`config.mk`:
```
export PLATFORM = sky130hd
export DESIGN_NAME = ahb_gpio
export DESIGN_NICKNAME = d
export VERILOG_FILES = /design/src/soc_pkg.sv /design/src/ahb_gpio.sv
export SDC_FILE = /design/constraint.sdc
export NUM_CORES = 1
export LEC_CHECK = 0
export ABC_CLOCK_PERIOD_IN_PS = 2830
export BUFFER_PORTS_ARGS = -buffer_cell sky130_fd_sc_hd__clkbuf_2
export CAP_MARGIN = 30
export CELL_PAD_IN_SITES_DETAIL_PLACEMENT = 0
export CELL_PAD_IN_SITES_GLOBAL_PLACEMENT = 2
export CORE_MARGIN = 4
export CORE_UTILIZATION = 11
export CTS_CLUSTER_DIAMETER = 120
export DETAILED_ROUTE_END_ITERATION = 12
export GPL_TIMING_DRIVEN = 0
export PLACE_DENSITY_LB_ADDON = 0.05
export SLEW_MARGIN = 10
export SYNTH_ARGS = -nofsm -noshare
export SYNTH_HDL_FRONTEND = slang
export SYNTH_SLANG_ARGS = --single-unit
export TNS_END_PERCENT = 10
```
`constraint.sdc`:
```
create_clock -name fclk -period 2.83 [get_ports fclk]
set_clock_uncertainty 0.15 [all_clocks]
set_input_delay 0 -clock fclk [delete_from_list [all_inputs] [get_ports fclk]]
set_output_delay 0 -clock fclk [all_outputs]
set_load 0.01 [all_outputs]
```
`src/soc_pkg.sv`:
```
// Package: bus word and address types, address map, mux select, sample widths, register offsets
`default_nettype none

package soc_pkg;

  // ****************************************
  // Bus types
  // ****************************************

  // One AHB data word
  typedef logic [31:0] ahb_word_t;

  // Address seen either flat or as region plus offset
  typedef union packed {
    logic [31:0] raw;
    struct packed {
      logic [3:0]  region;
      logic [27:0] offset;
    } f;
  } ahb_addr_t;

  // Address map, top nibble
  localparam logic [3:0] REGION_SRAM   = 4'h0;
  localparam logic [3:0] REGION_GPIO   = 4'h4;
  localparam logic [3:0] REGION_SAMPLE = 4'h5;

  // Read mux select, NOMAP doubles as default slave
  typedef enum logic [1:0] {
    MUX_SRAM,
    MUX_GPIO,
    MUX_SAMPLE,
    MUX_NOMAP
  } mux_sel_t;

  typedef logic [3:0] led_t;

  // ****************************************
  // Sample chain
  // ****************************************

  localparam int ADC_W    = 12;
  localparam int CHAN_W   = 2;
  localparam int SEQ_W    = 12;
  // Entry packs channel, sequence, value from msb down
  localparam int SAMPLE_W = CHAN_W + SEQ_W + ADC_W;

  // Sample port registers
  localparam logic [7:0] SP_DATA   = 8'h00;
  localparam logic [7:0] SP_STATUS = 8'h04;

endpackage

`default_nettype wire

```
`src/ahb_gpio.sv`:
```
// Module ahb_gpio: AHB-Lite LED register slave
`default_nettype none

module ahb_gpio import soc_pkg::*; (
  input  logic       fclk,
  input  logic       resetn,
  input  logic       hsel,
  input  ahb_addr_t  haddr,
  input  logic [1:0] htrans,
  input  logic       hwrite,
  input  ahb_word_t  hwdata,
  input  logic       hready,
  output ahb_word_t  hrdata,
  output logic       hreadyout,
  output led_t       led
);

  logic accept;
  logic hit;
  logic hit_q;
  logic wr_q;

  // LED register lives at offset 0 only
  assign accept = hsel & hready & htrans[1];
  assign hit    = (haddr.raw[27:0] == 28'h0);

  always_ff @(posedge fclk or negedge resetn) begin
    if (!resetn) begin
      hit_q <= 1'b0;
      wr_q  <= 1'b0;
      led   <= '0;
    end else begin
      if (hready) begin
        hit_q <= accept & hit;
        wr_q  <= accept & hit & hwrite;
      end
      // Write data lands in the data phase
      if (wr_q) begin
        led <= hwdata[3:0];
      end
    end
  end

  // Zero-extended readback
  assign hrdata    = hit_q ? {28'h0, led} : '0;
  assign hreadyout = 1'b1;

endmodule

`default_nettype wire

```
==> reports/qor.txt <==
Run status - finished, violations left
Failing checks - hold timing
R2R cell count - 3
Main flop type after synthesis - dfrtp_1
Port bufs - 45
Top post-synthesis cells by area - buf_4 39%, dfrtp_1 27%, mux2_2 8.0%
Pins Over Slew Limit - 0
FFs w/ async S/R, synth - 1.00
Post-route DRC - 0
Crit share post-route - 0.796
Worst setup EP type - flip-flop
Root Driver - clkbuf_8
Core ar. - 0.00485 sq mm
Worst setup path class - primary input to flip-flop
GPL Wtd Cong - 0.631
Vias in the first global route - 655
Drt total wl - 1.73 mm
Site Rows - 25
CP max FO - 2
Worst skew pair latency - 0.22 ns
# setup viols final - 0
CTS Buffer Depth - 2
CTS tree - done
Synth area leader - buf_4
Tmin final - 2.25 ns
N_diodes - 0
Syn Inst Count - 60
Largest net degree at the start of global routing - 7
TritonCTS buffer count - 3
# fillers - 555
Final Hold Slack - -0.00112 ns
Fin Setup TNS - 0 ns
WL per Instance - 8.15 um
Final net count - 218
Most frequent cell after synthesis - buf_4
Leakage - 0.631 nW
Clock slew at reported path FFs - 0.04 ns
DR vias - 594
Detail Placement HPWL - 1.60 mm
Final antenna-violating net count - 0
Sequential area share after synthesis - 0.267
Layout Cells excl Fill - 212
Post-Synth Adder-Cell Area - 0
GRT Residual Overflow - 0
Clk sink count - 6
Initial core utilization - 0.116
Critical path required time - 2.84 ns
Pre-Repair DR Iteration Count - 2
First-pass GRT wire length - 2.69 mm
Yosys cell types - 13
Worst reg2reg endpoint - wr_q
Mean post-synth cell area - 9.38 sq um
Synth warn - 0
Mapped Area - 563 sq um
Synth Area in Simple Gates - 0.193
Final hold violations - 4
Origin of the critical flop-to-flop path - wr_q
Synth-to-Final Area Change - 98.0%
Xor/xnor share of the synthesized area - 0
Cell total after placement - 199
Routed vias/inst - 2.80
Internal reg-to-reg setup slack - 1.41 ns
RSZ-0062 raised after global routing - false
Layout cells sized above 1 - 0.586
Chip height - 79.5 um
Synthesized flop and latch total - 6
Synth Area in Compound Gates - 0.0400
Crit. Startpoint - haddr[19]
Post-CTS setup buffer count - 0
WP data arrival - 2.26 ns
Max-cap violation count - 0
Pwr/cell area - 294 mW/mm^2
Die ar. - 0.00633 sq mm
IO Count - 108
Total GRT Usage - 0.0550
Main combinational cell family by area after synthesis - buffers and inverters
Post-synth EDFFs - 0
Startpoint types - primary input
Initial antenna violation count - 0
Initial DRC Count - 2
Peak Freq - 444 MHz
Post-synth top cells - 29 x buf_4, 6 x dfrtp_1, 4 x and2_1, 4 x mux2_2
Die Wd - 79.5 um
Peak supply drop - 0.0000869 V
Worst Setup EP - wr_q
CTS HTree Levels - 1
Post-synth top area share - 0.387
Hold Crit Class - primary input to asynchronous set/reset pin
Mux cell area share after synthesis - 0.0800
metal layers:
metal	part of all wire	wire length, um	vias to the layer above	global-route usage
met5	0	0	-	0
met2	0.48	835	43	0.0918
met1	0.36	616	232	0.0569
met4	0.0058	10	0	0.0258
li1	-	-	317	-
met3	0.15	265	2	0.0282
metrics by stage:
stage | power [W] | worst slack [ns] | area [sq um] | utilization
floorplan | 0.000157 | 1.83 | 664 | -
global placement | 0.000193 | 1.74 | 973 | 0.201
detailed placement | 0.000194 | 1.71 | 973 | 0.201
CTS | 0.000331 | 0.557 | 1110 | 0.230
global route | 0.000353 | 0.408 | 1110 | 0.230
finish | 0.000328 | 0.578 | 1110 | 0.230
critical path: stages:
cell	delay, ns
dlygate4sd3_1	0.54
clkbuf_2	0.10
nor4_1	0.14
dlygate4sd3_1	0.58
nand4_1	0.12
o32ai_2	0.22
dlygate4sd3_1	0.57
power by group:
group / leakage, nW / switching (W) / internal [W]
registers: 0.0775 / 0.00000460 / 0.0000930
clock network: 0.0216 / 0.0000350 / 0.0000912
logic: 0.532 / 0.0000429 / 0.0000616
cell type report:
class,instances,area [sq um],area share
plain buffers,29,218,0.195
clock buffers,3,41.3,0.0370
inverters,3,11.3,0.0101
multi-input cells,49,285,0.256
flip-flops and latches,6,150,0.135
well taps,67,83.8,0.0752
repair buffers,55,325,0.292
worst min path at each step:
stage / startpoint / to / slack (ns) / depth (start not counted)
4_1_cts: resetn / led[3] / 0.009 / 2
2_1_floorplan: resetn / hit_q / -0.45 / 0
3_3_place_gp: resetn / led[2] / -0.31 / 1
6_report: resetn / led[3] / -0.001 / 2
5_1_grt: haddr[26] / hit_q / 0.02 / 4
3_5_place_dp: resetn / led[3] / -0.31 / 1
flip-flops by register name (all words and copies together) (netlist names):
register / flops
led: 4
hit_q: 1
wr_q: 1
layout by cell type, fill, tap and decap left out, drive strengths merged:
cell / n
o32ai: 1
nor3: 1
o22ai: 1
inv: 3
conb: 29
buf: 29
nor4: 6
dlygate4sd3: 10
and2: 4
and4b: 1
mux2: 4
dfrtp: 6
nand4: 2
clkbuf: 48
logic make-up after synthesis:
logic type             Yosys count
flip-flops                       6
other                            2
buffers and inverters           32
AND/OR/NAND/NOR                 14
multiplexers                     4
AO/OA/AOI/OAI                    2
repair_timing:
item | 4_1_cts | 5_1_grt
hold buffers | 10 | 0
resized for setup | 0 | 0
endpoints found under the hold margin | 12 | 0
Power figures use the tool's default switching activity.
