### src/soc_pkg.sv
// Package: bus word and address types, address map, mux select, sample widths, register offsets
`default_nettype none

package soc_pkg;

  // ****************************************
  // Bus types
  // ****************************************

  // One AHB data word
  typedef logic [31:0] ahb_word_t;

  // Address seen either flat or as region plus offset
  typedef union packed {
    logic [31:0] raw;
    struct packed {
      logic [3:0]  region;
      logic [27:0] offset;
    } f;
  } ahb_addr_t;

  // Address map, top nibble
  localparam logic [3:0] REGION_SRAM   = 4'h0;
  localparam logic [3:0] REGION_GPIO   = 4'h4;
  localparam logic [3:0] REGION_SAMPLE = 4'h5;

  // Read mux select, NOMAP doubles as default slave
  typedef enum logic [1:0] {
    MUX_SRAM,
    MUX_GPIO,
    MUX_SAMPLE,
    MUX_NOMAP
  } mux_sel_t;

  typedef logic [3:0] led_t;

  // ****************************************
  // Sample chain
  // ****************************************

  localparam int ADC_W    = 12;
  localparam int CHAN_W   = 2;
  localparam int SEQ_W    = 12;
  // Entry packs channel, sequence, value from msb down
  localparam int SAMPLE_W = CHAN_W + SEQ_W + ADC_W;

  // Sample port registers
  localparam logic [7:0] SP_DATA   = 8'h00;
  localparam logic [7:0] SP_STATUS = 8'h04;

endpackage

`default_nettype wire

### src/sensor_sampler.sv
// Module sensor_sampler: ADC strobe capture into tagged sample entries
`default_nettype none

module sensor_sampler import soc_pkg::*; (
  input  logic                fclk,
  input  logic                resetn,
  input  logic                adc_strobe,
  input  logic [CHAN_W-1:0]   adc_channel,
  input  logic [ADC_W-1:0]    adc_value,
  output logic                push,
  output logic [SAMPLE_W-1:0] push_entry
);

  // Free-running tag, counts dropped samples too
  logic [SEQ_W-1:0] seq;

  // ****************************************
  // Push strobe and sequence
  // ****************************************

  always_ff @(posedge fclk or negedge resetn) begin
    if (!resetn) begin
      push <= 1'b0;
      seq  <= '0;
    end else begin
      // One cycle behind the strobe
      push <= adc_strobe;
      if (adc_strobe) begin
        seq <= seq + 1'b1;
      end
    end
  end

  // Entry is channel, sequence, value
  always_ff @(posedge fclk) begin
    if (adc_strobe) begin
      push_entry <= {adc_channel, seq, adc_value};
    end
  end

endmodule

`default_nettype wire

### config.mk
export PLATFORM = sky130hd
export DESIGN_NAME = sensor_sampler
export DESIGN_NICKNAME = d
export VERILOG_FILES = /design/src/soc_pkg.sv /design/src/sensor_sampler.sv
export SDC_FILE = /design/constraint.sdc
export NUM_CORES = 1
export LEC_CHECK = 0
export BUFFER_PORTS_ARGS = -buffer_cell sky130_fd_sc_hd__buf_2
export CORE_MARGIN = 5
export CORE_UTILIZATION = 40
export CTS_CLUSTER_DIAMETER = 150
export DETAILED_ROUTE_END_ITERATION = 12
export GPL_TIMING_DRIVEN = 0
export PLACE_DENSITY = 0.69
export SLEW_MARGIN = 20
export SYNTH_ARGS = -nofsm -noshare
export SYNTH_HDL_FRONTEND = slang
export SYNTH_SLANG_ARGS = --single-unit
### constraint.sdc
create_clock -name fclk -period 1.6 [get_ports fclk]
set_input_delay 0.32 -clock fclk [delete_from_list [all_inputs] [get_ports fclk]]
set_output_delay 0.32 -clock fclk [all_outputs]
set_load 0.03 [all_outputs]
==> flow_summary.yaml <==
sta:
  relSlewSlack_pct: 53.3
  setup_viol: 0
  rsz0062_at_grt: "false"
  tns_ns: 0
  max_clock_freq_mhz: 763
  hold_slack_ns: 0.148
  min_period_ns: 1.31
  min_period_over_period_pct: 82.0
  drv_slew: 0
  finalClockSkew_ns: 0.0116
  tightest_slew_ns: 0.701
  finalHoldViolations: 0
worst_setup_path:
  path_max_fanout: 6
  slowest_stage: "dfrtp_1"
  required_ns: 1.88
  path_cells: "ha_1 > nand4_2 > nor3_1 > xor2_1"
  start_kind: "flop"
  r2r_end: "seq[8]"
  critical_path_class: "reg2reg"
  cp_num_buf_inv: 0
  rr_startpoint: "seq[0]"
  end_kind: "flop"
  crit_arrival_ns: 1.59
  cp_slowest_stage_delay_ns: 0.46
  crit_start: "seq[0]"
  rr_worst_depth: 4
  reg2reg_slack_ns: 0.29
  critPathTopFamily: "flip-flops"
yosys:
  synth-adder-area-share_pct: 0.936
  synth_top_family_by_area: "simple AND/OR/NAND/NOR gates"
  synthCells: 71
  synth-compound-area-share_pct: 0
  synthMuxAreaShare_pct: 0.843
  synth_area_mm2: 0.00134
  synthSimpleGateAreaFrac_pct: 7.68
  syn_nets: 89
  ys_ff_latch: 39
  ys_types: 15
  yosysWarnings: 0
  ys_seq_area_share_pct: 82.8
  avgSynthCellArea_um2: 18.8
  synthXorXnorAreaFrac_pct: 7.21
floorplanning:
  die_area_mm2: 0.00460
  dieWidth_um: 67.8
  initial_core_util_pct: 40.7
  core_mm2: 0.00328
  pin_count: 44
  die_h_um: 67.8
  num_rows: 21
grt:
  grtUsageTotal_pct: 10.8
  grt_start_max_net_pins: 34
  grt_pass1_vias: 749
  antenna_found_initial: 0
  globalRouteOverflowTotal: 0
  grt_first_pass_wirelength_um: 3480
finish:
  drive_above_1_share_pct: 44.7
  area.growth.synth_to_final_pct: 27.6
  fin_nets: 140
  fin_area_mm2: 0.00171
  n_antenna_cell: 0
  n_fill_cell: 277
  final_core_util_pct: 51.9
detailed_routing:
  drt-initial-drc-count: 69
  drt_pass1_iterations: 3
  vias: 776
  drc_errors: 0
  viasPerCell: 4.59
  final_antenna_net_count: 0
  finalWirelength_um: 2260
  wl_per_cell_um: 13.4
run:
  cap_violations: 0
outcome:
  outcome: "completed"
placement:
  dp_hpwl_um: 1610
  port_buffers: 43
  gp_congestion: 0.825
  dpl_cell_area_mm2: 0.00161
power:
  power_leakage_nw: 0.737
  seqPwrFrac_pct: 56.0
  power_switching_uw: 748
  clockPowerShare_pct: 26.2
  p_int_mw: 1.82
  powerDensity_mw_per_mm2: 1500
  irDropWorstVdd_v: 0.000654
  comb_power_share_pct: 17.9
  switching_share_pct: 29.2
hold_path:
  whs_path_depth: 1
  min-delay-start: "adc_value[8]"
  hold_class: "in2reg"
  min_to: "push_entry[8]"
cts:
  cts_tree: "yes"
  root_buffer: "clkbuf_4"
  cts_max_path_buffers: 2
  clk_pin_slew_worst_paths_ns: 0.11
  cts.sinks: 39
  clock_latency_ns: 0.34
  cts_made_buffers: 5
  h-tree-depth: 2
-- cell families after synthesis --
family	after synthesis
flops	39
simple gates	17
xor+xnor	11
buf+inv	2
mux	1
fa+ha+maj	1
-- sequential cells by signal, summed over array words and instances (netlist names) --
| signal | count |
|---|---|
| push_entry | 26 |
| seq | 12 |
| push | 1 |
-- synthesized netlist by cell type --
| cell | n | area share [%] |
|---|---|---|
| nor4_2 | 1 | 0.94 |
| dfrtp_1 | 13 | 24 |
| nand4_2 | 1 | 0.94 |
| nand4_1 | 3 | 1.4 |
| nand2_1 | 3 | 0.84 |
| xnor2_1 | 5 | 3.3 |
| xor2_1 | 6 | 3.9 |
| inv_1 | 2 | 0.56 |
| nor3_1 | 4 | 1.5 |
| mux2_2 | 1 | 0.84 |
| edfxtp_1 | 26 | 58 |
| ha_1 | 1 | 0.94 |
| nand3_2 | 1 | 0.75 |
| nor2_1 | 2 | 0.56 |
| nand3_1 | 2 | 0.75 |
-- power by group through the flow --
stage | logic, mW | registers (mW) | clock network (mW)
final | 0.458 | 1.43 | 0.670
after CTS | 0.467 | 1.44 | 0.685
after floorplan | 0.149 | 1.60 | 0
after detailed placement | 0.459 | 1.46 | 0
after global placement | 0.451 | 1.45 | 0
after global routing | 0.503 | 1.47 | 0.743
-- timing repair --
action | in CTS | in global routing
resized for setup | 0 | 0
hold buffers | 1 | 0
hold endpoints to repair | 13 | 0
endpoints found under the setup margin | 0 | 0
setup buffers | 0 | 0
-- final cells by class --
cell class / count / area [um2] / area share [%]
clock inverter: 2 / 35.0 / 2.05
multi-input combinational: 30 / 223 / 13.1
sequential: 39 / 1110 / 64.9
timing repair buffer: 44 / 225 / 13.2
tap: 46 / 57.6 / 3.37
inverter: 2 / 7.51 / 0.440
clock buffer: 6 / 51.3 / 3.01
-- stage by stage --
stage | worst slack [ns] | total power, mW | std cells
3_5_place_dp | -0.0773 | 1.92 | 160
4_1_cts | 0.264 | 2.59 | 169
6_report | 0.289 | 2.56 | 169
3_3_place_gp | -0.0675 | 1.90 | 160
5_1_grt | 0.165 | 2.72 | 169
2_1_floorplan | 0.410 | 1.75 | 71
-- layout by cell type (no fill, tap or decap), types with 3 or more instances in the layout --
cell type and n:
buf_2 43, edfxtp_1 26, xnor2_1 5, xor2_1 6
nor3_1 4, nand4_1 3, nand2_1 3, clkbuf_4 5
dfrtp_1 13
-- routing by layer --
layer	GRT usage [%]	up-vias	part of all wire, %
li1	-	361	-
met1	11.5	367	40
met2	16.6	42	42
met3	5.99	6	15
met4	6.70	0	2.7
met5	0	-	0
-- worst max path at each step --
stage | cells after the start | end | slack, ns
CTS | 4 | seq[8] | 0.26
global placement | 4 | seq[11] | -0.07
finish | 4 | seq[8] | 0.29
floorplan | 4 | seq[8] | 0.41
global route | 4 | seq[8] | 0.16
detailed placement | 4 | seq[11] | -0.08
Note: power is estimated with default switching activity, not from simulation.
