==> src/soc_pkg.sv <==
// Package: bus word and address types, address map, mux select, sample widths, register offsets
`default_nettype none

package soc_pkg;

  // ****************************************
  // Bus types
  // ****************************************

  // One AHB data word
  typedef logic [31:0] ahb_word_t;

  // Address seen either flat or as region plus offset
  typedef union packed {
    logic [31:0] raw;
    struct packed {
      logic [3:0]  region;
      logic [27:0] offset;
    } f;
  } ahb_addr_t;

  // Address map, top nibble
  localparam logic [3:0] REGION_SRAM   = 4'h0;
  localparam logic [3:0] REGION_GPIO   = 4'h4;
  localparam logic [3:0] REGION_SAMPLE = 4'h5;

  // Read mux select, NOMAP doubles as default slave
  typedef enum logic [1:0] {
    MUX_SRAM,
    MUX_GPIO,
    MUX_SAMPLE,
    MUX_NOMAP
  } mux_sel_t;

  typedef logic [3:0] led_t;

  // ****************************************
  // Sample chain
  // ****************************************

  localparam int ADC_W    = 12;
  localparam int CHAN_W   = 2;
  localparam int SEQ_W    = 12;
  // Entry packs channel, sequence, value from msb down
  localparam int SAMPLE_W = CHAN_W + SEQ_W + ADC_W;

  // Sample port registers
  localparam logic [7:0] SP_DATA   = 8'h00;
  localparam logic [7:0] SP_STATUS = 8'h04;

endpackage

`default_nettype wire

==> src/ahb_sample_port.sv <==
// Module ahb_sample_port: AHB-Lite slave popping samples and reporting FIFO status
`default_nettype none

module ahb_sample_port import soc_pkg::*; (
  input  logic                fclk,
  input  logic                resetn,
  input  logic                hsel,
  input  ahb_addr_t           haddr,
  input  logic [1:0]          htrans,
  input  logic                hwrite,
  input  ahb_word_t           hwdata,
  input  logic                hready,
  input  logic [SAMPLE_W-1:0] pop_entry,
  input  logic                empty,
  input  logic [7:0]          level,
  input  logic                overflow,
  input  logic [7:0]          drop_count,
  output ahb_word_t           hrdata,
  output logic                hreadyout,
  output logic                pop,
  output logic                clear
);

  logic      accept;
  logic      rd_data;
  logic      rd_status;
  logic      wr_status;
  logic      wr_status_q;
  ahb_word_t rdata_d;
  ahb_word_t rdata_q;

  // ****************************************
  // Address phase decode
  // ****************************************

  assign accept    = hsel & hready & htrans[1];
  assign rd_data   = accept & ~hwrite & (haddr.raw[7:0] == SP_DATA);
  assign rd_status = accept & ~hwrite & (haddr.raw[7:0] == SP_STATUS);
  assign wr_status = accept & hwrite & (haddr.raw[7:0] == SP_STATUS);
  // Pop in the address phase, never on empty
  assign pop       = rd_data & ~empty;

  // Read word built now, returned next cycle
  always_comb begin
    rdata_d = '0;
    if (pop) begin
      rdata_d[31]            = 1'b1;
      rdata_d[28 +: CHAN_W]  = pop_entry[SAMPLE_W-1 -: CHAN_W];
      rdata_d[16 +: SEQ_W]   = pop_entry[ADC_W +: SEQ_W];
      rdata_d[0 +: ADC_W]    = pop_entry[ADC_W-1:0];
    end else if (rd_status) begin
      rdata_d[31]    = overflow;
      rdata_d[23:16] = drop_count;
      rdata_d[7:0]   = level;
    end
  end

  always_ff @(posedge fclk) begin
    if (accept) rdata_q <= rdata_d;
  end

  always_ff @(posedge fclk or negedge resetn) begin
    if (!resetn) begin
      wr_status_q <= 1'b0;
    end else if (hready) begin
      wr_status_q <= wr_status;
    end
  end

  // Clear pulse needs write data, so data phase
  assign clear     = wr_status_q & hwdata[31];
  assign hrdata    = rdata_q;
  assign hreadyout = 1'b1;

endmodule

`default_nettype wire

==> config.mk <==
export PLATFORM = sky130hd
export DESIGN_NAME = ahb_sample_port
export DESIGN_NICKNAME = d
export VERILOG_FILES = /design/src/soc_pkg.sv /design/src/ahb_sample_port.sv
export SDC_FILE = /design/constraint.sdc
export NUM_CORES = 1
export LEC_CHECK = 0
export BUFFER_PORTS_ARGS = -buffer_cell sky130_fd_sc_hd__buf_4
export CORE_MARGIN = 5
export CORE_UTILIZATION = 30
export DETAILED_ROUTE_END_ITERATION = 8
export GPL_TIMING_DRIVEN = 0
export PLACE_DENSITY = 0.74
export SKIP_LAST_GASP = 1
export SLEW_MARGIN = 25
export SYNTH_ARGS = -nofsm -noshare
export SYNTH_HDL_FRONTEND = slang
export SYNTH_SLANG_ARGS = --single-unit
==> constraint.sdc <==
create_clock -name fclk -period 1.52 [get_ports fclk]
set_input_delay 0.304 -clock fclk [delete_from_list [all_inputs] [get_ports fclk]]
set_output_delay 0.304 -clock fclk [all_outputs]
set_load 0.05 [all_outputs]
==> key figures <==
Global routing
  • First-pass GRT wire length: around 5.7 mm
  • Vias in the first global route: between 1000 and 1500
  • Pin count of the biggest net entering global routing: 31
  • Global route total overflow: 0
  • All-Layer GR Usage: 13.37%
  • Antenna violations before repair: 0

Final layout
  • Synth-to-layout area growth: 67.09%
  • Share of layout cells above drive strength 1: 55.84%
  • # diodes: 0
  • Final instance count without filler cells: 247
  • Fill cells: about 380
  • Util after Layout: between 50% and 60%
  • Final instance area: 2147 µm²
  • Total Nets Final: 313

Yosys
  • Cells after synthesis: a little under 100
  • Ys Warns: 0
  • Commonest cells in the netlist: edfxtp_1, nor2_1, a22oi_1
  • Ys flop type: edfxtp_1
  • Synth async-reset ratio: 3.571%
  • Synthesized area per cell: 12.98 µm²
  • Most common cell in the netlist: edfxtp_1
  • Largest cells by area after synthesis: edfxtp_1, a22oi_1, and3_1
  • Seq/Total Area, Yosys: 65.04%
  • Yosys cell types: 22
  • Synth area leader: edfxtp_1
  • Share of the synthesized area in the top cell type: ~63%
  • Synth Register Bits: 28
  • Synthesized area: 1285 µm²
  • EDFF count, synth: 27

Critical path
  • R2R Setup Slk: 0.90 ns
  • Worst EP arrival: 1.28 ns
  • Startpoint types: input port
  • End point of the critical path: pop
  • Reg2Reg Depth: 2
  • Reg2reg end: wr_status_q
  • Crit Path Max Fanout: 2
  • Critical Path Sink Type: primary output
  • WS Path Type: input port to primary output
  • RR Startpoint: wr_status_q
  • Critical Path RT: 1.22 ns
  • Crit path launch: haddr[5]

Route
  • Mean routed wirelength per cell: approximately 15 µm
  • Antenna-violating nets left: 0
  • Initial DRC count: 65
  • DRC viols: 0
  • DR pass1 iterations: 4
  • Routed vias: between 1000 and 1500
  • Post-Route WL: 3.801 mm
  • Via-to-Cell Ratio: 4.530

Power and ir drop
  • P_leak: 0.9273 nW
  • Pwr per Cell Area: 804.3 nW/µm²
  • Worst VDD drop: 0.3094 mV

CTS
  • Clk sinks: 28
  • Root Driver: clkbuf_8
  • Clock buffer depth: 2
  • TritonCTS clock tree: yes
  • CTS Buf Count: 3
  • CTS HTree Levels: 1
  • Reg clk slew, reported paths: 0.10 ns
  • Worst-Skew Late Latency: roughly 0.27 ns

STA
  • Final WS setup: -0.06793 ns
  • RSZ-0062 raised after global routing: true
  • Final Cycle Share: 104.5%
  • Slew margin rel.: 63.46%
  • Final Setup Violations: 1
  • Slew @ Worst Pin: 0.5460 ns
  • Highest Clock Rate: around 630 MHz
  • Final Max Tran Viols: 0
  • Post-layout minimum cycle time: ~1.6 ns
  • Final hold vios: 0
  • Setup Skew: 0 ns

Place
  • Placed cell count: 240
  • Placed inst area: 2047 µm²
  • DPL Wire Length: ~3.0 mm
  • Routability cong.: 0.6893
  • Port bufs: 87

Min path
  • Hold Crit Class: input port to register
  • Hold Path Depth: 2

Die
  • Io pins: 150
  • Placeable Area: 4086 µm²
  • Initial Util: 31.45%
  • # rows: 23
  • Die X: between 70 and 80 µm
  • Die Area: 5692 µm²
  • Die height: 75.45 µm

Status
  • Status: complete, but fails checks
  • Failing checks: negative setup slack

Job
  • Max Cap Viol: 0
[through the flow]
stage               total power, mW  TNS [ns]  setup WS [ns]  hold WS, ns
floorplan                     1.100   -0.1227        -0.1227     0.008409
global placement              1.277    -1.904        -0.2669      0.08211
detailed placement            1.282    -3.396        -0.3013      0.08039
CTS                           1.745  -0.07386       -0.07386       0.2226
global route                  1.802   -0.2055        -0.1211       0.2282
finish                        1.727  -0.06793       -0.06793       0.2282
[worst max-delay path, cell delays in order]
cell and delay [ns]:
buf_4 0.12, nor4_4 0.36, nand4b_4 0.15, nor3_4 0.16
buf_6 0.18
[report_power, final]
group	leakage, nW	switching, mW	internal [mW]
combinational	0.682	0.221	0.173
sequential	0.217	0.00757	0.867
clock	0.0288	0.226	0.232
total	0.927	0.455	1.27
[worst min path at each step]
stage                        to    from  slack, ns
floorplan           wr_status_q  resetn      0.008
detailed placement  wr_status_q  resetn       0.08
global placement    wr_status_q  resetn       0.08
CTS                 wr_status_q  hready       0.22
finish              wr_status_q  hready       0.23
global route        wr_status_q  hready       0.23
[logic make-up after synthesis]
group,synth area share (%)
AO/OA/AOI/OAI,10.22
buffers and inverters,6.913
flip-flops,65.04
other,0.5844
AND/OR/NAND/NOR,17.23
[timing repair]
item | CTS | global route
hold endpoints to repair | 1 | 0
setup buffers | 2 | 0
setup endpoints to repair | 1 | 10
pin swaps | 3 | 2
resized for setup | 4 | 3
hold buffers | 1 | 0
[flip-flops by register name, indices dropped and copies added, names as in the netlist]
| signal | cells |
|---|---|
| hrdata | 27 |
| wr_status_q | 1 |
[layout make-up]
| cell class | count | area (µm²) | share of cell area, % |
|---|---|---|---|
| well taps | 50 | 62.56 | 2.914 |
| flip-flops and latches | 28 | 835.8 | 38.93 |
| clock buffers | 4 | 55.05 | 2.564 |
| plain buffers | 13 | 102.6 | 4.779 |
| inverters | 1 | 3.754 | 0.1748 |
| multi-input cells | 61 | 397.9 | 18.53 |
| repair buffers | 90 | 689.4 | 32.11 |
[routing by layer]
layer,GRT usage (%),vias up,share of wire [%]
met5,0,-,0
met1,16.45,507,39
li1,-,555,-
met3,2.902,2,10
met2,23.11,55,50
met4,4.660,0,0.89
[cells in the final DEF (no fill, tap or decap)]
| cell type | instances |
|---|---|
| a21oi_1 | 1 |
| a22oi_1 | 16 |
| and2_1 | 1 |
| and3_1 | 10 |
| and3_4 | 1 |
| and4b_1 | 1 |
| buf_12 | 1 |
| buf_2 | 2 |
| buf_4 | 93 |
| buf_6 | 4 |
| clkbuf_1 | 1 |
| clkbuf_2 | 1 |
| clkbuf_8 | 4 |
| conb_1 | 6 |
| dfrtp_1 | 1 |
| dlygate4sd3_1 | 1 |
| edfxtp_1 | 27 |
| inv_1 | 1 |
| nand2_1 | 1 |
| nand3_1 | 1 |
| nand4b_4 | 1 |
| nor2_1 | 18 |
| nor3_4 | 2 |
| nor4_4 | 1 |
| o22ai_1 | 1 |
Power figures use the tool's default switching activity.
