--- config.mk ---
export PLATFORM = sky130hd
export DESIGN_NAME = sample_fifo
export DESIGN_NICKNAME = d
export VERILOG_FILES = /design/src/soc_pkg.sv /design/src/sample_fifo.sv
export SDC_FILE = /design/constraint.sdc
export NUM_CORES = 1
export LEC_CHECK = 0
export BUFFER_PORTS_ARGS = -buffer_cell sky130_fd_sc_hd__buf_2
export CAP_MARGIN = 25
export CORE_MARGIN = 8
export CORE_UTILIZATION = 40
export CTS_CLUSTER_DIAMETER = 200
export DETAILED_ROUTE_END_ITERATION = 10
export GPL_TIMING_DRIVEN = 0
export HOLD_SLACK_MARGIN = 0.08
export SETUP_SLACK_MARGIN = 0.4
export SLEW_MARGIN = 20
export SYNTH_ARGS = -nofsm -noshare
export SYNTH_HDL_FRONTEND = slang
export SYNTH_SLANG_ARGS = --single-unit
--- constraint.sdc ---
create_clock -name fclk -period 4.5 [get_ports fclk]
set_clock_uncertainty 0.05 [all_clocks]
set_input_delay 0.9 -clock fclk [delete_from_list [all_inputs] [get_ports fclk]]
set_output_delay 0.9 -clock fclk [all_outputs]
set_load 0.02 [all_outputs]
--- src/soc_pkg.sv ---
// Package: bus word and address types, address map, mux select, sample widths, register offsets
`default_nettype none

package soc_pkg;

  // ****************************************
  // Bus types
  // ****************************************

  // One AHB data word
  typedef logic [31:0] ahb_word_t;

  // Address seen either flat or as region plus offset
  typedef union packed {
    logic [31:0] raw;
    struct packed {
      logic [3:0]  region;
      logic [27:0] offset;
    } f;
  } ahb_addr_t;

  // Address map, top nibble
  localparam logic [3:0] REGION_SRAM   = 4'h0;
  localparam logic [3:0] REGION_GPIO   = 4'h4;
  localparam logic [3:0] REGION_SAMPLE = 4'h5;

  // Read mux select, NOMAP doubles as default slave
  typedef enum logic [1:0] {
    MUX_SRAM,
    MUX_GPIO,
    MUX_SAMPLE,
    MUX_NOMAP
  } mux_sel_t;

  typedef logic [3:0] led_t;

  // ****************************************
  // Sample chain
  // ****************************************

  localparam int ADC_W    = 12;
  localparam int CHAN_W   = 2;
  localparam int SEQ_W    = 12;
  // Entry packs channel, sequence, value from msb down
  localparam int SAMPLE_W = CHAN_W + SEQ_W + ADC_W;

  // Sample port registers
  localparam logic [7:0] SP_DATA   = 8'h00;
  localparam logic [7:0] SP_STATUS = 8'h04;

endpackage

`default_nettype wire

--- src/sample_fifo.sv ---
// Module sample_fifo: sample buffer FIFO with level, sticky overflow and drop counter
`default_nettype none

module sample_fifo import soc_pkg::*; #(
  parameter int FIFO_DEPTH = 8
) (
  input  logic                fclk,
  input  logic                resetn,
  input  logic                push,
  input  logic [SAMPLE_W-1:0] push_entry,
  input  logic                pop,
  input  logic                clear,
  output logic [SAMPLE_W-1:0] pop_entry,
  output logic                empty,
  output logic [7:0]          level,
  output logic                overflow,
  output logic [7:0]          drop_count
);

  localparam int PTR_W = $clog2(FIFO_DEPTH);
  localparam int CNT_W = PTR_W + 1;

  logic [SAMPLE_W-1:0] mem [FIFO_DEPTH];
  logic [PTR_W-1:0]    wr_ptr;
  logic [PTR_W-1:0]    rd_ptr;
  logic [CNT_W-1:0]    count;
  logic                full;
  logic                do_push;
  logic                do_pop;
  logic                dropped;

  assign empty   = (count == '0);
  assign full    = (count == CNT_W'(FIFO_DEPTH));
  assign do_pop  = pop & ~empty;
  // A pop frees the slot for a push on a full FIFO
  assign do_push = push & (~full | do_pop);
  assign dropped = push & ~do_push;

  always_ff @(posedge fclk or negedge resetn) begin
    if (!resetn) begin
      wr_ptr     <= '0;
      rd_ptr     <= '0;
      count      <= '0;
      overflow   <= 1'b0;
      drop_count <= '0;
    end else begin
      // Pointers wrap on the power-of-two depth
      if (do_push) wr_ptr <= wr_ptr + 1'b1;
      if (do_pop)  rd_ptr <= rd_ptr + 1'b1;
      count <= count + CNT_W'(do_push) - CNT_W'(do_pop);
      // A drop wins over a clear in the same cycle
      if (dropped) begin
        overflow <= 1'b1;
        if (clear) drop_count <= 8'd1;
        else if (drop_count != 8'hff) drop_count <= drop_count + 8'd1;
      end else if (clear) begin
        overflow   <= 1'b0;
        drop_count <= '0;
      end
    end
  end

  always_ff @(posedge fclk) begin
    if (do_push) mem[wr_ptr] <= push_entry;
  end

  // Head entry, valid whenever not empty
  assign pop_entry = mem[rd_ptr];
  assign level     = 8'(count);

endmodule

`default_nettype wire

==> out/qor.txt, run 1 <==
Max FO, Critical Path -> 10
top cell type by total area after synthesis -> edfxtp_1
XOR/XNOR share of the synthesized area -> 0.005895
antenna-violating nets left -> 0
Min-Delay Path Class -> input port to asynchronous set/reset pin
number of fill cells -> 1793
max cap viols -> 0
largest net degree at the start of global routing -> 20
clk slew on worst S/H paths -> 0.06 ns
mux contribution to synthesized area -> 0.1691
ys async rst share -> 0.08370
Layout Nets -> 573
outcome -> finished, final reports clean
Die X -> 165.3 µm
Worst setup EP type -> output pin
I/O Buffers -> 69
Rows -> 54
startpoint types -> flop
Final period util -> 0.7970
Sinks on Clock Net -> 227
Peak Freq -> 0.2788 GHz
Area Overhead vs Synth -> 20.27%
GRT Total Usage -> 0.1316
clk buf depth -> 3
Final Hold Fails -> 0
Synth area leaders -> edfxtp_1, mux4_2, dfrtp_1
GPL Wtd Cong -> 0.7855
initial core utilization -> 0.4085
relative slew slack -> 0.4566
Critical Path Slowest Stage Cell -> clkbuf_1
Static Leak -> 3.759 nW
Clk Latency, worst-skew pair -> 0.51 ns
Design Power -> 7.020 mW
wire per inst -> 21.06 µm
Die Y -> 165.3 µm
vias per std cell -> 5.162
fin. max-slew vios -> 0
RSZ-0062 raised after global routing -> false
global-route wire length before repair -> 27230 µm
crit-path max cell delay -> 0.65 ns
EDFF count, synth -> 208
synthesized area -> 0.008915 mm²
Crit path max-delay family -> buffers and inverters
CTS Buf Count -> 25
post-synth cell types -> 41
Synth Instances -> 415
Most used DFF post-synth -> edfxtp_1
Synth Warn # -> 0
full die area -> 0.02732 mm²
Resized cells post-CTS -> 0
measured slew at the worst slew-check pin -> 0.8152 ns
Initial DRC Count -> 264
design area -> 0.01072 mm²
Post-Route WL -> 17540 µm
worst path required time -> 3.55 ns
largest family of logic cells by synthesized area -> multiplexers
Compound-Gate Fraction of Synth Area -> 0.01432
hold buffers post-CTS -> 0
vias -> 4300
Power Dens Cells -> 654.7 mW/mm²
most used cell along the critical path -> buf_2
kind of critical path -> flop to output pin
CTS tree -> built
number of global-route vias before repair -> 4818
maximum VDD drop -> 318.2 µV
initial antenna violation count -> 1
Final Setup Violations -> 0
Synth top area share -> 0.7006
Post-DP HPWL -> 12020 µm
DR DRC count -> 0
Post-CTS Setup Inserts -> 0
TritonRoute pass-1 iters -> 4
DP Area -> 0.009912 mm²
synthesized area per cell -> 21.48 µm²
Core Area -> 0.02182 mm²
simple-gate share of the synthesized area -> 0.02554
crit-path cells -> buf_2 > clkbuf_1 > mux4_2 > mux2_2 > buf_2
Overflow after GRT -> 0
H-Tree Depth -> 1
Critical Path AT -> 2.64 ns
# IOs -> 75
Tmin final -> 3.586 ns
post-synthesis sequential area ratio -> 0.7540
CP bufs+invs -> 3
root buffer cell -> clkbuf_16
share of post-route cells with drive strength above 1 -> 0.4120
adder-cell share of the synthesized area -> 0.01347
FF+latch count, synth -> 227
-- cells in the final DEF, fill, tap and decap left out, drive strengths merged, types with 2 or more instances in the layout --
cell type and instances:
inv 8, clkinvlp 2, and2 2, a21oi 4
buf 102, nand4 3, and3 2, edfxtp 208
and4 2, clkbuf 34, mux4 52, a31oi 3
nand2b 3, xor2 3, mux2 29, o211a 2
nand2 8, nor4 2, bufinv 3, nor2 7
nand3 5, xnor2 3, clkinv 13, a21o 2
dfrtp 19, a311oi 2, diode 2, nor3 5
ha 8, conb 4
-- synthesized netlist by cell type, types with 2 or more instances --
library cell / instances
a31oi_1: 3
a21oi_1: 4
clkbuf_1: 8
nand4_1: 3
xor2_1: 3
inv_1: 7
a311oi_1: 2
nand3_1: 5
nor4_1: 2
nand2b_1: 3
o211a_1: 2
mux4_2: 52
a21o_1: 2
and2_1: 2
and4_1: 2
buf_2: 3
mux2_2: 28
ha_1: 8
nor2_1: 7
and3_1: 2
edfxtp_1: 208
nor3_1: 5
buf_4: 9
xnor2_1: 3
nand2_1: 8
dfrtp_1: 19
-- per-layer routing --
layer / part of all wire / GRT usage / wire length, µm
met1: 0.41 / 0.1632 / 7141
met2: 0.51 / 0.2323 / 9021
met3: 0.061 / 0.02776 / 1070
met4: 0.017 / 0.03084 / 297
met5: 0.00074 / 0 / 13
-- final timing paths --
| kind | startpoint | endpoint | slack (ns) | depth (start not counted) |
|---|---|---|---|---|
| min in group fclk | overflow$_DFFE_PN0P_ | overflow$_DFFE_PN0P_ | 0.44 | 1 |
| worst min-delay path | resetn | drop_count[5]$_DFFE_PN0P_ | 0.28 | 1 |
| worst min register to register | overflow$_DFFE_PN0P_ | overflow$_DFFE_PN0P_ | 0.44 | 1 |
| worst max register to register | count[2]$_DFF_PN0_ | mem[4][6]$_DFFE_PP_ | 1.58 | 8 |
| worst max-delay path | rd_ptr[1]$_DFFE_PN0N_ | pop_entry[3] | 0.91 | 5 |
| max in group asynchronous | resetn | rd_ptr[0]$_DFFE_PN0N_ | 3.80 | 1 |
-- logic make-up (layout without fill, tap and decap cells) --
logic type,Yosys count,count (layout)
AO/OA/AOI/OAI,18,18
XOR/XNOR,6,6
adder cells (fa/ha/maj),9,9
buffers and inverters,29,162
flip-flops,227,227
multiplexers,82,82
other,1,6
AND/OR/NAND/NOR,43,43
-- state kept, by name, indices dropped and copies added (netlist names) --
register	cells
drop_count	8
mem	208
wr_ptr	3
rd_ptr	3
overflow	1
count	4
-- per-stage QoR --
stage / hold slack (ns) / worst slack (ns) / TNS, ns / cells / utilization
4_1_cts: 0.2662 / 0.8684 / 0 / 831 / 0.4911
3_3_place_gp: 0.4138 / -1.349 / -102.91 / 767 / 0.4412
5_1_grt: 0.2885 / 0.8078 / 0 / 831 / 0.4911
2_1_floorplan: 0.4910 / 0.7395 / 0 / 418 / -
6_report: 0.2751 / 0.9136 / 0 / 833 / 0.4913
3_5_place_dp: 0.4142 / 1.221 / 0 / 786 / 0.4542
-- final cells by class --
type	count	area [µm²]	share of cell area
diodes	2	5.005	0.0004668
well taps	280	350.3	0.03268
flip-flops and latches	227	6721	0.6269
clock buffers	26	629.4	0.05870
repair buffers	88	578.1	0.05392
plain buffers	22	127.6	0.01190
inverters	7	26.28	0.002451
multi-input cells	162	2108	0.1966
clock inverters	19	175.2	0.01634
-- power breakdown --
part / total, mW / switching [mW] / internal [mW]
Clock: 1.97 / 0.787 / 1.19
Combinational: 2.29 / 1.26 / 1.03
Sequential: 2.75 / 0.107 / 2.65
Total: 7.02 / 2.16 / 4.86
No activity file was read; power rests on OpenSTA's default activity.
==> run 2, diff against run 1 <==
==> constraint.sdc (replaced) <==
create_clock -name fclk -period 2.93 [get_ports fclk]
set_clock_uncertainty 0.05 [all_clocks]
set_input_delay 0.586 -clock fclk [delete_from_list [all_inputs] [get_ports fclk]]
set_output_delay 0.586 -clock fclk [all_outputs]
set_load 0.02 [all_outputs]
==> out/qor.txt, run 2 (synthesis results as in run 1) <==
Die Y -> 165.3 µm (unchanged)
Sinks on Clock Net -> 227 (unchanged)
met2 global-route usage -> 0.2232 (-0.009091)
pre-CTS setup slack -> 0.1243 ns (-1.097 ns)
Reg power frac -> 0.363 (-0.029)
maximum VDD drop -> 555.0 µV (+74%)
combinational share of power -> 0.396 (+0.069)
outcome -> finished, final reports clean
Psw -> 3.507 mW (+63%)
Pint -> 8.206 mW (+69%)
TritonRoute pass-1 iters -> 4 (unchanged)
final worst slack -> 0.07795 ns (-0.8356 ns)
full die area -> 0.02732 mm² (unchanged)
initial core utilization -> 0.4085 (unchanged)
M3 GR Usage -> 0.03297 (+0.005206)
Core Area -> 0.02182 mm² (unchanged)
vias -> 4405 (+2.4%)
most common cell after layout, fill and taps aside -> edfxtp_1
worst path required time -> 2.29 ns (-1.26 ns)
max reg flops -> 208 (unchanged)
CTS Buf Count -> 24 (-4.0%)
Max FO, Critical Path -> 7 (-3)
switch share -> 0.2994 (-0.007944)
wire per inst -> 21.31 µm (+1.2%)
RSZ-0062 raised after global routing -> true
initial antenna violation count -> 1 (unchanged)
flop2flop setup slack -> 0.57 ns (-1.01 ns)
Rows -> 54 (unchanged)
Area Overhead vs Synth -> 27.02%
CTS tree -> built
clk slew on worst S/H paths -> 0.06 ns (about the same)
I/O Buffers -> 69 (unchanged)
antenna-violating nets left -> 0 (unchanged)
# diodes -> 0 (-2)
root buffer cell -> clkbuf_16
kind of critical path -> flop to output pin
relative slew slack -> 0.6006 (+0.1440)
Min-Delay Path Class -> input port to flop
clk buf depth -> 3 (unchanged)
most frequent cells in the layout -> edfxtp_1, mux4_2, buf_2
Final Setup Violations -> 0 (unchanged)
Worst setup EP type -> output pin
startpoint types -> flop
Clk Latency, worst-skew pair -> 0.50 ns (about the same)
share of post-route cells with drive strength above 1 -> 0.4448 (+0.03286)
M1 GR Usage -> 0.1671 (+0.003939)
H-Tree Depth -> 1 (unchanged)
fin. max-slew vios -> 0 (unchanged)
GPL Wtd Cong -> 0.7876 (+0.27%)
Critical Path AT -> 2.22 ns (-0.42 ns)
largest net degree at the start of global routing -> 21 (+5.0%)
Final period util -> 0.9734
Peak Freq -> 0.3506 GHz
Tmin final -> 2.852 ns
global-route wire length before repair -> 27120 µm (-0.40%)
vias per std cell -> 5.232 (+1.3%)
Overflow after GRT -> 0 (unchanged)
Power Dens Cells -> 1034 mW/mm² (+58%)
number of global-route vias before repair -> 4796 (-0.46%)
measured slew at the worst slew-check pin -> 0.5947 ns (-0.2205 ns)
DR DRC count -> 0 (unchanged)
Layout Nets -> 588 (+2.6%)
largest registers -> mem x208, drop_count x8, count x4
Die X -> 165.3 µm (unchanged)
DP Area -> 0.009937 mm² (+0.25%)
GRT Total Usage -> 0.1313 (-0.0002510)
Clock Power Share -> 0.241 (-0.040)
busiest grt layer -> met2
Static Leak -> 4.041 nW (+7.5%)
max cap viols -> 0 (unchanged)
Post-DP HPWL -> 11700 µm (-2.6%)
Final Hold Fails -> 0 (unchanged)
# IOs -> 75 (unchanged)
Initial DRC Count -> 226 (-14%)
Post-Route WL -> 17940 µm (+2.3%)
Biggest register -> mem
design area -> 0.01132 mm² (+5.6%)
-- run 2: changes by cell type in the layout (fill, tap and decap cells not counted), moves of 5 or more --
cell / previous run / this run
buf_12: 0 / 9
buf_2: 72 / 46
buf_6: 9 / 26
buf_8: 0 / 8
clkbuf_16: 25 / 30
clkbuf_8: 0 / 6
clkinv_1: 6 / 1
mux2_2: 28 / 15
mux2_4: 0 / 13
-- run 2: layer usage --
layer  share of wire  vias to the layer above
li1                -                     1973
met1            0.43                     2304
met2            0.49                      104
met3           0.055                       22
met4           0.015                        2
met5         0.00072                        -
-- run 2: power groups by stage --
stage | clock [mW] | sequential [mW] | combinational, mW
finish | 2.82 | 4.26 | 4.64
global route | 3.02 | 4.30 | 4.95
CTS | 2.88 | 4.25 | 4.03
detailed placement | 0 | 4.31 | 3.65
global placement | 0 | 4.30 | 3.41
floorplan | 0 | 4.31 | 2.40
-- run 2: cell type report --
type | count | area [µm²]
clock inverter | 9 | 82.58
timing repair buffer | 104 | 1022
sequential | 227 | 6724
multi-input combinational | 162 | 2191
tap | 280 | 350.3
clock buffer | 31 | 658.1
buffer | 22 | 269.0
fill | 1696 | 10500
inverter | 7 | 26.28
-- run 2: final timing paths --
| path | end | start | cells past startpoint |
|---|---|---|---|
| max reg2reg | mem[4][15]$_DFFE_PP_ | count[2]$_DFF_PN0_ | 8 |
| max in group asynchronous | rd_ptr[0]$_DFFE_PN0N_ | resetn | 2 |
| min | mem[4][1]$_DFFE_PP_ | push_entry[1] | 1 |
| max | pop_entry[4] | rd_ptr[0]$_DFFE_PN0N_ | 5 |
| min in group asynchronous | drop_count[2]$_DFFE_PN0P_ | resetn | 2 |
| min reg2reg | overflow$_DFFE_PN0P_ | overflow$_DFFE_PN0P_ | 1 |
-- run 2: what timing repair did --
item                       4_1_cts  5_1_grt
hold buffers                     1        0
gates cloned                     1        5
hold endpoints to repair        19        0
resized for setup               41       63
buffers inserted                12        2
pin swaps                        3        1
setup endpoints to repair       83       56
-- run 2: stage by stage --
step | cells | hold slack [ns] | power, mW | utilization | TNS [ns]
3_5_place_dp | 781 | 0.4154 | 7.967 | 0.4553 | 0
4_1_cts | 835 | 0.2835 | 11.16 | 0.5032 | 0
5_1_grt | 842 | 0.2870 | 12.26 | 0.5189 | 0
3_3_place_gp | 767 | 0.4141 | 7.706 | 0.4431 | -150.00
6_report | 842 | 0.2986 | 11.71 | 0.5189 | 0
2_1_floorplan | 418 | 0.2404 | 6.715 | - | -0.4980
-- run 2: worst max-delay path, cell delays in order, from the launching register on --
cell and delay [ns]:
dfrtp_2 0.43, buf_12 0.18, clkbuf_16 0.17, mux4_2 0.51
mux2_2 0.29, buf_6 0.13
